<file path="config.mk">
export PLATFORM = sky130hd
export DESIGN_NAME = reshapeConcatTop
export DESIGN_NICKNAME = d
export VERILOG_FILES = /design/src/reshapeCmdPkg.sv /design/src/reshapeDataPkg.sv /design/src/concatRequant.sv /design/src/concatSequencer.sv /design/src/reshapeConcatTop.sv /design/src/reshapeInstrLatch.sv
export VERILOG_INCLUDE_DIRS = /design/src /design/src/src
export SDC_FILE = /design/constraint.sdc
export NUM_CORES = 2
export LEC_CHECK = 0
export ABC_AREA = 1
export BUFFER_PORTS_ARGS = -buffer_cell sky130_fd_sc_hd__buf_2
export CORE_MARGIN = 2
export CORE_UTILIZATION = 50
export DETAILED_ROUTE_END_ITERATION = 8
export PLACE_DENSITY = 0.68
export SYNTH_ARGS = -nofsm -noshare
export SYNTH_HDL_FRONTEND = slang
export SYNTH_SLANG_ARGS = --single-unit
</file>
<file path="constraint.sdc">
create_clock -name clk -period 17.05 [get_ports clk]
set_input_delay 1.705 -clock clk [delete_from_list [all_inputs] [get_ports clk]]
set_output_delay 1.705 -clock clk [all_outputs]
set_load 0.01 [all_outputs]
</file>
<file path="src/reshape_settings.svh">
`ifndef RESHAPE_SETTINGS_SVH
`define RESHAPE_SETTINGS_SVH

// Row counts, rowNumIn and rowNumOut
`define RESHAPE_ROW_W 11

// Channel counts per concat source
`define RESHAPE_CH_W 10

// Credits upstream starts with
// Also the depth of the parked-input store
`define RESHAPE_IN_CREDITS 4

// Credits the engine holds toward downstream
`define RESHAPE_OUT_CREDITS 4

// Credit and occupancy counter width, must hold the value 4
`define RESHAPE_CRED_W 3

// Half an LSB in Q16, added before the shift
`define RESHAPE_ROUND 32768

`endif

</file>
<file path="src/reshapeCmdPkg.sv">
`default_nettype none

package reshapeCmdPkg;

    // Instruction opcode, bit 1 is writeDdr and bit 0 is readDdr
    typedef enum logic [1:0] {
        // No traffic at all
        OpNop       = 2'b00,
        // Consume the input stream, emit nothing
        OpDrain     = 2'b01,
        // Store without read, handled as a nop here
        OpStoreOnly = 2'b10,
        // Read, requantize and write
        OpConcat    = 2'b11
    } reshapeOp;

    // Sequencer FSM
    typedef enum logic [1:0] {
        SeqIdle  = 2'd0,
        SeqRun   = 2'd1,
        SeqFlush = 2'd2
    } seqState;

endpackage

`default_nettype wire

</file>
<file path="src/reshapeDataPkg.sv">
`default_nettype none

package reshapeDataPkg;

    // Quantized activation
    typedef logic signed [7:0] elemT;

    // Multiplier in Q16
    typedef logic signed [31:0] scaleT;

    // Only the low 16 bits take part in the requant
    typedef logic signed [31:0] zeroPointT;

    // Which half of the row an element belongs to
    typedef enum logic {
        SrcFirst  = 1'b0,
        SrcSecond = 1'b1
    } concatSrc;

endpackage

`default_nettype wire

</file>
<file path="src/concatRequant.sv">
`timescale 1ns/1ns
`default_nettype none
`include "reshape_settings.svh"

module concatRequant
    import reshapeDataPkg::*;
(
    input  logic       clk,
    input  logic       arstN,
    input  logic       inValid,
    input  logic       inPop,
    input  logic       pipeValid,
    input  concatSrc   pipeSrc,
    input  elemT       inData,
    input  scaleT      scale1,
    input  scaleT      scale2,
    input  zeroPointT  zeroPoint1,
    input  zeroPointT  zeroPoint2,
    output logic       outValid,
    output elemT       outData
);
    localparam int Depth   = `RESHAPE_IN_CREDITS;
    localparam int PtrW    = $clog2(Depth);
    localparam int FracW   = 16;

    // Parked inputs, one slot per upstream credit
    elemT                parkMem [Depth];
    logic [PtrW-1:0]     wrPtr;
    logic [PtrW-1:0]     rdPtr;

    logic signed [15:0]  selZp;
    scaleT               selScale;
    logic signed [16:0]  diffNext;
    logic                s1Valid;
    logic signed [16:0]  s1Diff;
    scaleT               s1Scale;
    logic signed [49:0]  prod;
    logic signed [49:0]  shifted;

    always_ff @(posedge clk) begin
        if (inValid) begin
            parkMem[wrPtr] <= inData;
        end
    end

    // Pointers wrap at the store depth
    always_ff @(posedge clk or negedge arstN) begin
        if (!arstN) begin
            wrPtr <= '0;
            rdPtr <= '0;
        end else begin
            if (inValid) begin
                wrPtr <= (wrPtr == PtrW'(Depth - 1)) ? '0 : wrPtr + 1'b1;
            end
            if (inPop) begin
                rdPtr <= (rdPtr == PtrW'(Depth - 1)) ? '0 : rdPtr + 1'b1;
            end
        end
    end

    // Stage 1: pick the source parameters and remove the zero point
    assign selZp    = (pipeSrc == SrcFirst) ? zeroPoint1[15:0] : zeroPoint2[15:0];
    assign selScale = (pipeSrc == SrcFirst) ? scale1 : scale2;
    assign diffNext = 17'(parkMem[rdPtr]) - 17'(selZp);

    always_ff @(posedge clk) begin
        s1Diff  <= diffNext;
        s1Scale <= selScale;
    end

    // Stage 2: scale, round to nearest, back to integer
    assign prod    = 50'(s1Diff) * 50'(s1Scale) + 50'(`RESHAPE_ROUND);
    assign shifted = prod >>> FracW;

    always_ff @(posedge clk) begin
        // Clamp to int8
        if (shifted > 50'sd127) begin
            outData <= 8'sd127;
        end else if (shifted < -50'sd128) begin
            outData <= -8'sd128;
        end else begin
            outData <= shifted[7:0];
        end
    end

    // Fixed two-cycle latency, never stalls
    always_ff @(posedge clk or negedge arstN) begin
        if (!arstN) begin
            s1Valid  <= 1'b0;
            outValid <= 1'b0;
        end else begin
            s1Valid  <= pipeValid;
            outValid <= s1Valid;
        end
    end

endmodule

`default_nettype wire

</file>
<file path="src/concatSequencer.sv">
`timescale 1ns/1ns
`default_nettype none
`include "reshape_settings.svh"

module concatSequencer
    import reshapeCmdPkg::*;
    import reshapeDataPkg::*;
(
    input  logic                       clk,
    input  logic                       arstN,
    input  logic                       launch,
    input  reshapeOp                   op,
    input  logic [`RESHAPE_ROW_W-1:0]  rowNumIn,
    input  logic [`RESHAPE_ROW_W-1:0]  rowNumOut,
    input  logic [`RESHAPE_CH_W-1:0]   channelInNum,
    input  logic [`RESHAPE_CH_W-1:0]   channelRamNum,
    input  logic                       inValid,
    input  logic                       outCredit,
    output logic                       inCredit,
    output logic                       inPop,
    output logic                       pipeValid,
    output concatSrc                   pipeSrc,
    output logic                       busy,
    output logic                       done
);
    seqState                     state;
    logic [`RESHAPE_ROW_W-1:0]   rowIdx;
    logic [`RESHAPE_CH_W:0]      chIdx;
    logic [`RESHAPE_CH_W:0]      chTotal;
    logic [`RESHAPE_CRED_W-1:0]  outCred;
    logic [`RESHAPE_CRED_W-1:0]  parkCount;
    logic                        flushCnt;
    logic                        emptyJob;
    logic                        emitElem;
    logic                        pop;
    logic                        lastCh;
    logic                        lastRow;

    // Elements per row, both sources
    assign chTotal  = {1'b0, channelInNum} + {1'b0, channelRamNum};
    // Nothing to walk, finish right away
    assign emptyJob = (op == OpNop) || (op == OpStoreOnly)
                      || (rowNumIn == '0) || (chTotal == '0);
    // Only kept rows of a concat job produce output
    assign emitElem = (op == OpConcat) && (rowIdx < rowNumOut);
    // Take a parked element, reserve an outbound credit first if it will be emitted
    assign pop = (state == SeqRun) && !emptyJob && (parkCount != '0)
                 && (!emitElem || (outCred != '0));

    assign inPop     = pop;
    assign pipeValid = pop && emitElem;
    // Source 1 owns the first channelInNum slots of each row
    assign pipeSrc   = (chIdx < {1'b0, channelInNum}) ? SrcFirst : SrcSecond;
    assign lastCh    = (chIdx == chTotal - 1'b1);
    assign lastRow   = (rowIdx == rowNumIn - 1'b1);
    assign busy      = (state != SeqIdle);

    // Outbound credits: spent on accept, returned by downstream
    always_ff @(posedge clk or negedge arstN) begin
        if (!arstN) begin
            outCred <= `RESHAPE_CRED_W'(`RESHAPE_OUT_CREDITS);
        end else if (pipeValid && !outCredit) begin
            outCred <= outCred - 1'b1;
        end else if (!pipeValid && outCredit) begin
            outCred <= outCred + 1'b1;
        end
    end

    // Parked elements waiting in the requant input store
    always_ff @(posedge clk or negedge arstN) begin
        if (!arstN) begin
            parkCount <= '0;
        end else if (inValid && !pop) begin
            parkCount <= parkCount + 1'b1;
        end else if (!inValid && pop) begin
            parkCount <= parkCount - 1'b1;
        end
    end

    // One credit back upstream per consumed element, kept or cropped
    always_ff @(posedge clk or negedge arstN) begin
        if (!arstN) begin
            inCredit <= 1'b0;
        end else begin
            inCredit <= pop;
        end
    end

    // Main FSM with row and channel walk
    always_ff @(posedge clk or negedge arstN) begin
        if (!arstN) begin
            state    <= SeqIdle;
            rowIdx   <= '0;
            chIdx    <= '0;
            flushCnt <= 1'b0;
            done     <= 1'b0;
        end else begin
            done <= 1'b0;
            case (state)
                SeqIdle: begin
                    if (launch) begin
                        state    <= SeqRun;
                        rowIdx   <= '0;
                        chIdx    <= '0;
                        flushCnt <= 1'b0;
                    end
                end
                SeqRun: begin
                    if (emptyJob) begin
                        state <= SeqIdle;
                        done  <= 1'b1;
                    end else if (pop) begin
                        if (lastCh) begin
                            chIdx  <= '0;
                            rowIdx <= rowIdx + 1'b1;
                            // Last element of the job is in
                            if (lastRow) begin
                                state <= SeqFlush;
                            end
                        end else begin
                            chIdx <= chIdx + 1'b1;
                        end
                    end
                end
                SeqFlush: begin
                    // Two cycles for the requant to drain
                    if (flushCnt) begin
                        state <= SeqIdle;
                        done  <= 1'b1;
                    end
                    flushCnt <= ~flushCnt;
                end
                default: begin
                    state <= SeqIdle;
                end
            endcase
        end
    end

endmodule

`default_nettype wire

</file>
<file path="src/reshapeConcatTop.sv">
`timescale 1ns/1ns
`default_nettype none
`include "reshape_settings.svh"

module reshapeConcatTop
    import reshapeCmdPkg::*;
    import reshapeDataPkg::*;
(
    input  logic         clk,
    input  logic         arstN,
    input  logic         start,
    input  logic [31:0]  reg4,
    input  logic [31:0]  reg5,
    input  logic [31:0]  reg6,
    input  logic [31:0]  reg7,
    input  logic [31:0]  reg8,
    input  logic [31:0]  reg9,
    input  logic         inValid,
    input  elemT         inData,
    input  logic         outCredit,
    output logic         inCredit,
    output logic         outValid,
    output elemT         outData,
    output logic         busy,
    output logic         done
);
    reshapeOp                    op;
    logic [`RESHAPE_ROW_W-1:0]   rowNumIn;
    logic [`RESHAPE_ROW_W-1:0]   rowNumOut;
    logic [`RESHAPE_CH_W-1:0]    channelInNum;
    logic [`RESHAPE_CH_W-1:0]    channelRamNum;
    scaleT                       scale1;
    scaleT                       scale2;
    zeroPointT                   zeroPoint1;
    zeroPointT                   zeroPoint2;
    logic                        launch;
    logic                        inPop;
    logic                        pipeValid;
    concatSrc                    pipeSrc;

    // A start during a running job is ignored
    assign launch = start && !busy;

    reshapeInstrLatch u_instrLatch (
        .clk           (clk),
        .arstN         (arstN),
        .start         (start),
        .busy          (busy),
        .reg4          (reg4),
        .reg5          (reg5),
        .reg6          (reg6),
        .reg7          (reg7),
        .reg8          (reg8),
        .reg9          (reg9),
        .op            (op),
        .rowNumIn      (rowNumIn),
        .rowNumOut     (rowNumOut),
        .channelInNum  (channelInNum),
        .channelRamNum (channelRamNum),
        .scale1        (scale1),
        .scale2        (scale2),
        .zeroPoint1    (zeroPoint1),
        .zeroPoint2    (zeroPoint2)
    );

    // Decides acceptance, owns both credit counters
    concatSequencer u_sequencer (
        .clk           (clk),
        .arstN         (arstN),
        .launch        (launch),
        .op            (op),
        .rowNumIn      (rowNumIn),
        .rowNumOut     (rowNumOut),
        .channelInNum  (channelInNum),
        .channelRamNum (channelRamNum),
        .inValid       (inValid),
        .outCredit     (outCredit),
        .inCredit      (inCredit),
        .inPop         (inPop),
        .pipeValid     (pipeValid),
        .pipeSrc       (pipeSrc),
        .busy          (busy),
        .done          (done)
    );

    // Input store plus requant pipe, output straight to the port
    concatRequant u_requant (
        .clk        (clk),
        .arstN      (arstN),
        .inValid    (inValid),
        .inPop      (inPop),
        .pipeValid  (pipeValid),
        .pipeSrc    (pipeSrc),
        .inData     (inData),
        .scale1     (scale1),
        .scale2     (scale2),
        .zeroPoint1 (zeroPoint1),
        .zeroPoint2 (zeroPoint2),
        .outValid   (outValid),
        .outData    (outData)
    );

endmodule

`default_nettype wire

</file>
<file path="src/reshapeInstrLatch.sv">
`timescale 1ns/1ns
`default_nettype none
`include "reshape_settings.svh"

module reshapeInstrLatch
    import reshapeCmdPkg::*;
    import reshapeDataPkg::*;
(
    input  logic                       clk,
    input  logic                       arstN,
    input  logic                       start,
    input  logic                       busy,
    input  logic [31:0]                reg4,
    input  logic [31:0]                reg5,
    input  logic [31:0]                reg6,
    input  logic [31:0]                reg7,
    input  logic [31:0]                reg8,
    input  logic [31:0]                reg9,
    output reshapeOp                   op,
    output logic [`RESHAPE_ROW_W-1:0]  rowNumIn,
    output logic [`RESHAPE_ROW_W-1:0]  rowNumOut,
    output logic [`RESHAPE_CH_W-1:0]   channelInNum,
    output logic [`RESHAPE_CH_W-1:0]   channelRamNum,
    output scaleT                      scale1,
    output scaleT                      scale2,
    output zeroPointT                  zeroPoint1,
    output zeroPointT                  zeroPoint2
);
    // All six words, reg9 in the top slot
    logic [191:0] instr;

    // Capture once per job, a start during a job is dropped
    always_ff @(posedge clk or negedge arstN) begin
        if (!arstN) begin
            instr <= '0;
        end else if (start && !busy) begin
            instr <= {reg9, reg8, reg7, reg6, reg5, reg4};
        end
    end

    // reg4: source 1 channels, writeDdr and readDdr flags
    assign channelInNum  = instr[31:22];
    assign op            = reshapeOp'(instr[1:0]);
    // reg5: row and source 2 channel counts
    assign rowNumIn      = instr[63:53];
    assign channelRamNum = instr[52:43];
    assign rowNumOut     = instr[42:32];
    // reg6 to reg9: per-source requant parameters
    assign scale1        = instr[95:64];
    assign scale2        = instr[127:96];
    assign zeroPoint1    = instr[159:128];
    assign zeroPoint2    = instr[191:160];

endmodule

`default_nettype wire

</file>
Word-level counts from Yosys, hierarchy flattened:

Memory sizes are Yosys's and may differ from the RTL's.
Cells that the tools add are included.
Widths: inputs -> output; s select.

* output and inout bits: 12
* input port bits: 205
* bits in registers: 272
* logic and storage cells: 120
* bits in writable memories: 32
* memories: 1

* bitwise gates (word level): 1
* order comparisons: 4
* $mul: 1
* reductions and logical operators: 36
* $add $sub $neg: 13
* mux-type cells: 32
* eq/ne operators: 16

Memory list
* u_requant.parkMem: words 4, width 8, read ports 1, clocked after Yosys merged registers in 0, wr ports 1, RTL line concatRequant.sv:27 `elemT parkMem [Depth];`

Operators by type and width (count)
* $mux 11: 7
* $add 49x17->50 const B: 1
* $mul 17x32->49: 1
* $pmux 11 s2: 2
* $gt 34x8->1 const B: 1
* $lt 34x8->1 const B: 1
* $mux 32: 1
* $add 11x1->11 const B: 2
* $eq 11x11->1: 2
* $logic_not 11->1: 2
* $sub 11x1->11 const B: 2
* $sub 8x16->17: 1
* $mux 16: 1
* $mux 2: 8
* $mux 3: 4
* $add 10x10->11: 1
* $lt 11x10->1: 1
* $lt 11x11->1: 1
* $eq 2x2->1 const B: 5
* $logic_and 1x1->1: 10
* $reduce_and 5->1: 2
* $reduce_bool 2->1: 5
* $ne 3x1->1 const B: 3
* $mux 8: 1
* other kinds (16): 38

Depth between registers and ports, before layout:

* depth in word-level cells: 13
* gate-level depth with buffers: 37
* gate-level depth less buffers: 35

Modules after synthesis:

From an unflattened synthesis, not the netlist that was laid out.

* cell total of the unflattened synthesis: 4522
* area, all modules: 35325.1 um2

Modules (own cells, without submodules)
* concatRequant: cells an instance 3163, times used 1, area an instance 24457.2 um2, seq. area each 2252.2 um2
* reshapeInstrLatch: cells an instance 746, times used 1, area an instance 6754.0 um2, seq. area each 4304.1 um2
* concatSequencer: cells an instance 611, times used 1, area an instance 4103.9 um2, seq. area each 827.0 um2
* reshapeConcatTop: cells an instance 2, times used 1, area an instance 10.0 um2, seq. area each 0.0 um2

Worst setup path before layout:

OpenSTA, ideal clock, no wires.

* path type: register to register
* from: reg u_requant.s1Scale[31]
* to: reg u_requant.outData[0]
* period minus slack after synthesis: 6.162 ns
* setup slack: 10.888 ns
* library setup time: 0.119 ns
* arrival time: 6.043 ns
* data required time: 16.931 ns
* path buffers: 2
* stages on the path, launching flop included: 29
* cell sequence: dfxtp_1 > clkbuf_1 > clkbuf_1 > nand2_1 > inv_1 > fa_1 > fa_1 > fa_1 > fa_1 > inv_1 > fa_1 > fa_1 > inv_1 > ha_1 > nand2_1 > nor2_1 > inv_1 > nor4_1 > nand3_1 > nand2_1 > nand2_1 > nand2_1 > nand2_1 > nor2_1 > nand2_1 > nor2_1 > nand2_1 > nand2_1 > nand2_1

* cells in the longest elaborated chain, start to end: 4
* elaborated cells on any way between the ends: 5
* those cells by class: add/sub: 1; mul: 1; order compare: 2; mux: 1

RTL lines
* from (decl): RTL line concatRequant.sv:36 `scaleT s1Scale;`
* from (signal assigned): RTL line concatRequant.sv:68 `s1Scale <= selScale;`
* $mul 17x32->49 (*): RTL line concatRequant.sv:72 `` assign prod = 50'(s1Diff) * 50'(s1Scale) + 50'(`RESHAPE_ROUND); ``
* $add 49x17->50 (*): RTL line concatRequant.sv:72
* $lt 34x8->1: RTL line concatRequant.sv:79 `end else if (shifted < -50'sd128) begin`
* $mux 8: RTL line concatRequant.sv:79
* to (signal assigned): RTL line concatRequant.sv:80 `outData <= -8'sd128;`
* to (signal assigned): RTL line concatRequant.sv:82 `outData <= shifted[7:0];`
* to (decl): RTL line concatRequant.sv:20 `output elemT outData`

Every way passes the cells marked *; elsewhere a longest branch is shown, timed or not.
A chain may end at the register's enable or synchronous reset.

Worst setup path in the final report:

* from: reg u_requant.s1Diff[16]
* to: reg u_requant.outData[4]

* cells in the longest elaborated chain, start to end: 4
* elaborated cells on any way between the ends: 5
* those cells by class: add/sub: 1; mul: 1; order compare: 2; mux: 1

RTL lines
* from (decl): RTL line concatRequant.sv:35 `logic signed [16:0] s1Diff;`
* from (signal assigned): RTL line concatRequant.sv:67 `s1Diff <= diffNext;`
* $mul 17x32->49 (*): RTL line concatRequant.sv:72
* $add 49x17->50 (*): RTL line concatRequant.sv:72
* $lt 34x8->1: RTL line concatRequant.sv:79
* $mux 8: RTL line concatRequant.sv:79

Marked as above.

==> run summary <==
RSZ-0062 raised after global routing: false
CP bufs+invs: 4
critical path required time: 17.51 ns
Rows: 94
Syn Inst Count: 4184
startpoint class of the critical path: flip-flop
crit path capture type: flip-flop
hold depth: 0
Synth Warn #: 0
Post-CTS Setup Inserts: 0
Post-Route WL: 81.1 mm
Final HPWL DP: 62.5 mm
EDFF count, synth: 32
Netlist cell types: 52
DRC Markers: 0
Final WS setup: 9.53 ns
largest net degree at the start of global routing: 102
Fmax: 133 MHz
die area: 69000 sq um
First-pass DRT Iterations: 5
first-pass GRT wire length: 137 mm
Final GP Congestion: 0.945
skew final: 0.0245 ns
routed len/inst: 15.8 microns
Initial Util: 50.7%
vias in the first global route: 27100
Clk Latency, worst-skew pair: 0.59 ns
most frequent cell after synthesis: nand2_1
die height: 263 microns
Fin Setup TNS: 0 ns
top cell type's share of synthesized area: 31.7%
final hold slack: 0.376 ns
most used cell, CP: nand2_1
Port Buffers: 164
Post-synth ARST share: 66.8%
Final setup viols: 0
post_cts resized: 0
number of DRC markers in iteration 0: 1458
synthesized area: 33500 sq um
via count: 25900
initial antenna violation count: 2
MaxCap Viol Count: 0
Clock transition at path regs: 0.06 ns
sequential fraction of the synthesis area: 19.7%
Die W: 263 microns
commonest cells in the netlist: nand2_1 (1096), inv_1 (1041), fa_1 (530), nor2_1 (226), dfrtp_1 (178)
Hold Crit Class: reg -> reg
outcome: finished clean
Max H-tree Level: 1
clk sinks: 268
antenna-violating nets left: 0
Top delay family on crit path: adder cells
Synth area leaders: fa_1 (32%), dfrtp_1 (13%), nand2_1 (12%)
largest area contributor in the netlist: fa_1
core area: 66000 sq um
Top Ports: 217
gr usage total: 24.5%
total CTS buffers: 29
TritonCTS clock tree: done
Final Util: 54.4%
Largest stage delay, worst path: 0.60 ns
fin nets: 5139
syn_nets: 5088
worst setup path category: reg -> reg
R2R depth: 27
fraction of layout cells with a size suffix above 1: 9.53%
worst-case clock buffer depth: 3
Place WS: 9.69 ns
vias per cell: 5.05
fin crit share: 44.1%
grt ovf: 0
relative slew slack: 27.5%
area delta synth->final: 7.26%
crit path DAT: 7.99 ns
count of pins over their slew limit: 0
Worst path slowest cell: inv_1
crit-path max FO: 20
Hold-fix buffers, CTS: 0
syn avg cell area: 8.00 sq um
Synth Flop Type: dfrtp_1
FF+latch count, synth: 268
Hold Vio Cnt, Final: 0
Crit path depth: 27
worst slew pin tran: 1.09 ns
Root Driver: clkbuf_16
crit path time final: 7.52 ns
==> worst paths after layout <==
kind	startpoint	end	slack [ns]
setup reg to reg	u_requant.s1Diff[16]	u_requant.outData[4]	9.53
setup / recovery	u_requant.s1Diff[16]	u_requant.outData[4]	9.53
hold / removal	u_requant.s1Valid	u_requant.outValid	0.38
max in group asynchronous	arstN	u_instrLatch.instr[106]	14.26
min in group asynchronous	arstN	u_instrLatch.instr[34]	1.23
hold reg to reg	u_requant.s1Valid	u_requant.outValid	0.38
==> logic make-up (layout without fill, tap and decap cells) <==
kind of cell | count (synthesis) | count (layout) | share of synthesized area (%)
flops | 268 | 268 | 19.7
buf+inv | 1204 | 1278 | 13.6
other cells | 0 | 1 | 0
simple gates | 1599 | 1599 | 19.7
mux | 96 | 96 | 3.23
xor+xnor | 54 | 54 | 1.41
fa+ha+maj | 699 | 699 | 38.0
compound gates | 264 | 264 | 4.34
==> final cells by class <==
cell class	count	area (sq um)
Tap cell	864	1080
Antenna cell	1	2.50
Timing Repair Buffer	178	932
Inverter	1046	3930
Fill cell	6162	30100
Multi-Input combinational cell	2712	22300
Clock buffer	39	855
Sequential cell	268	6600
Clock inverter	15	155
==> sequential cells by signal, summed over array words and instances, names as in the netlist, 3 cells and up <==
register,cells
u_requant.s1Diff,17
u_sequencer.parkCount,3
u_instrLatch.instr,140
u_sequencer.chIdx,11
u_requant.parkMem,32
u_sequencer.rowIdx,11
u_requant.outData,8
u_sequencer.outCred,3
u_requant.s1Scale,32
==> cells in the final DEF (no fill, tap or decap), types with 26 or more instances in the layout <==
| cell | Yosys | layout |
|---|---|---|
| buf_2 | 1 | 163 |
| nand2_1 | 1096 | 1094 |
| a21oi_1 | 138 | 138 |
| fa_1 | 530 | 530 |
| edfxtp_1 | 32 | 32 |
| nand4_1 | 26 | 26 |
| inv_1 | 1041 | 1041 |
| dfxtp_1 | 57 | 46 |
| clkbuf_16 | 0 | 30 |
| mux2_2 | 96 | 96 |
| dfrtp_1 | 178 | 178 |
| xor2_1 | 38 | 38 |
| o21ai_0 | 76 | 76 |
| nor2_1 | 226 | 225 |
| nand3_1 | 164 | 164 |
| ha_1 | 169 | 169 |
==> metal layers <==
layer,vias up,wire (microns),track usage (%)
li1,12400,-,-
met1,12700,33800,31.5
met2,663,40300,43.6
met3,158,4360,2.79
met4,2,2570,7.28
met5,-,11,0
==> per-stage QoR <==
stage,instance area [sq um],std cells
6_report,35900,5123
5_1_grt,35900,5122
4_1_cts,35900,5122
3_5_place_dp,34900,5068
3_3_place_gp,34900,5068
2_1_floorplan,33500,4184
Power is not shown: default switching activity piles up to over one toggle a cycle in this logic, so the estimate is an artifact.
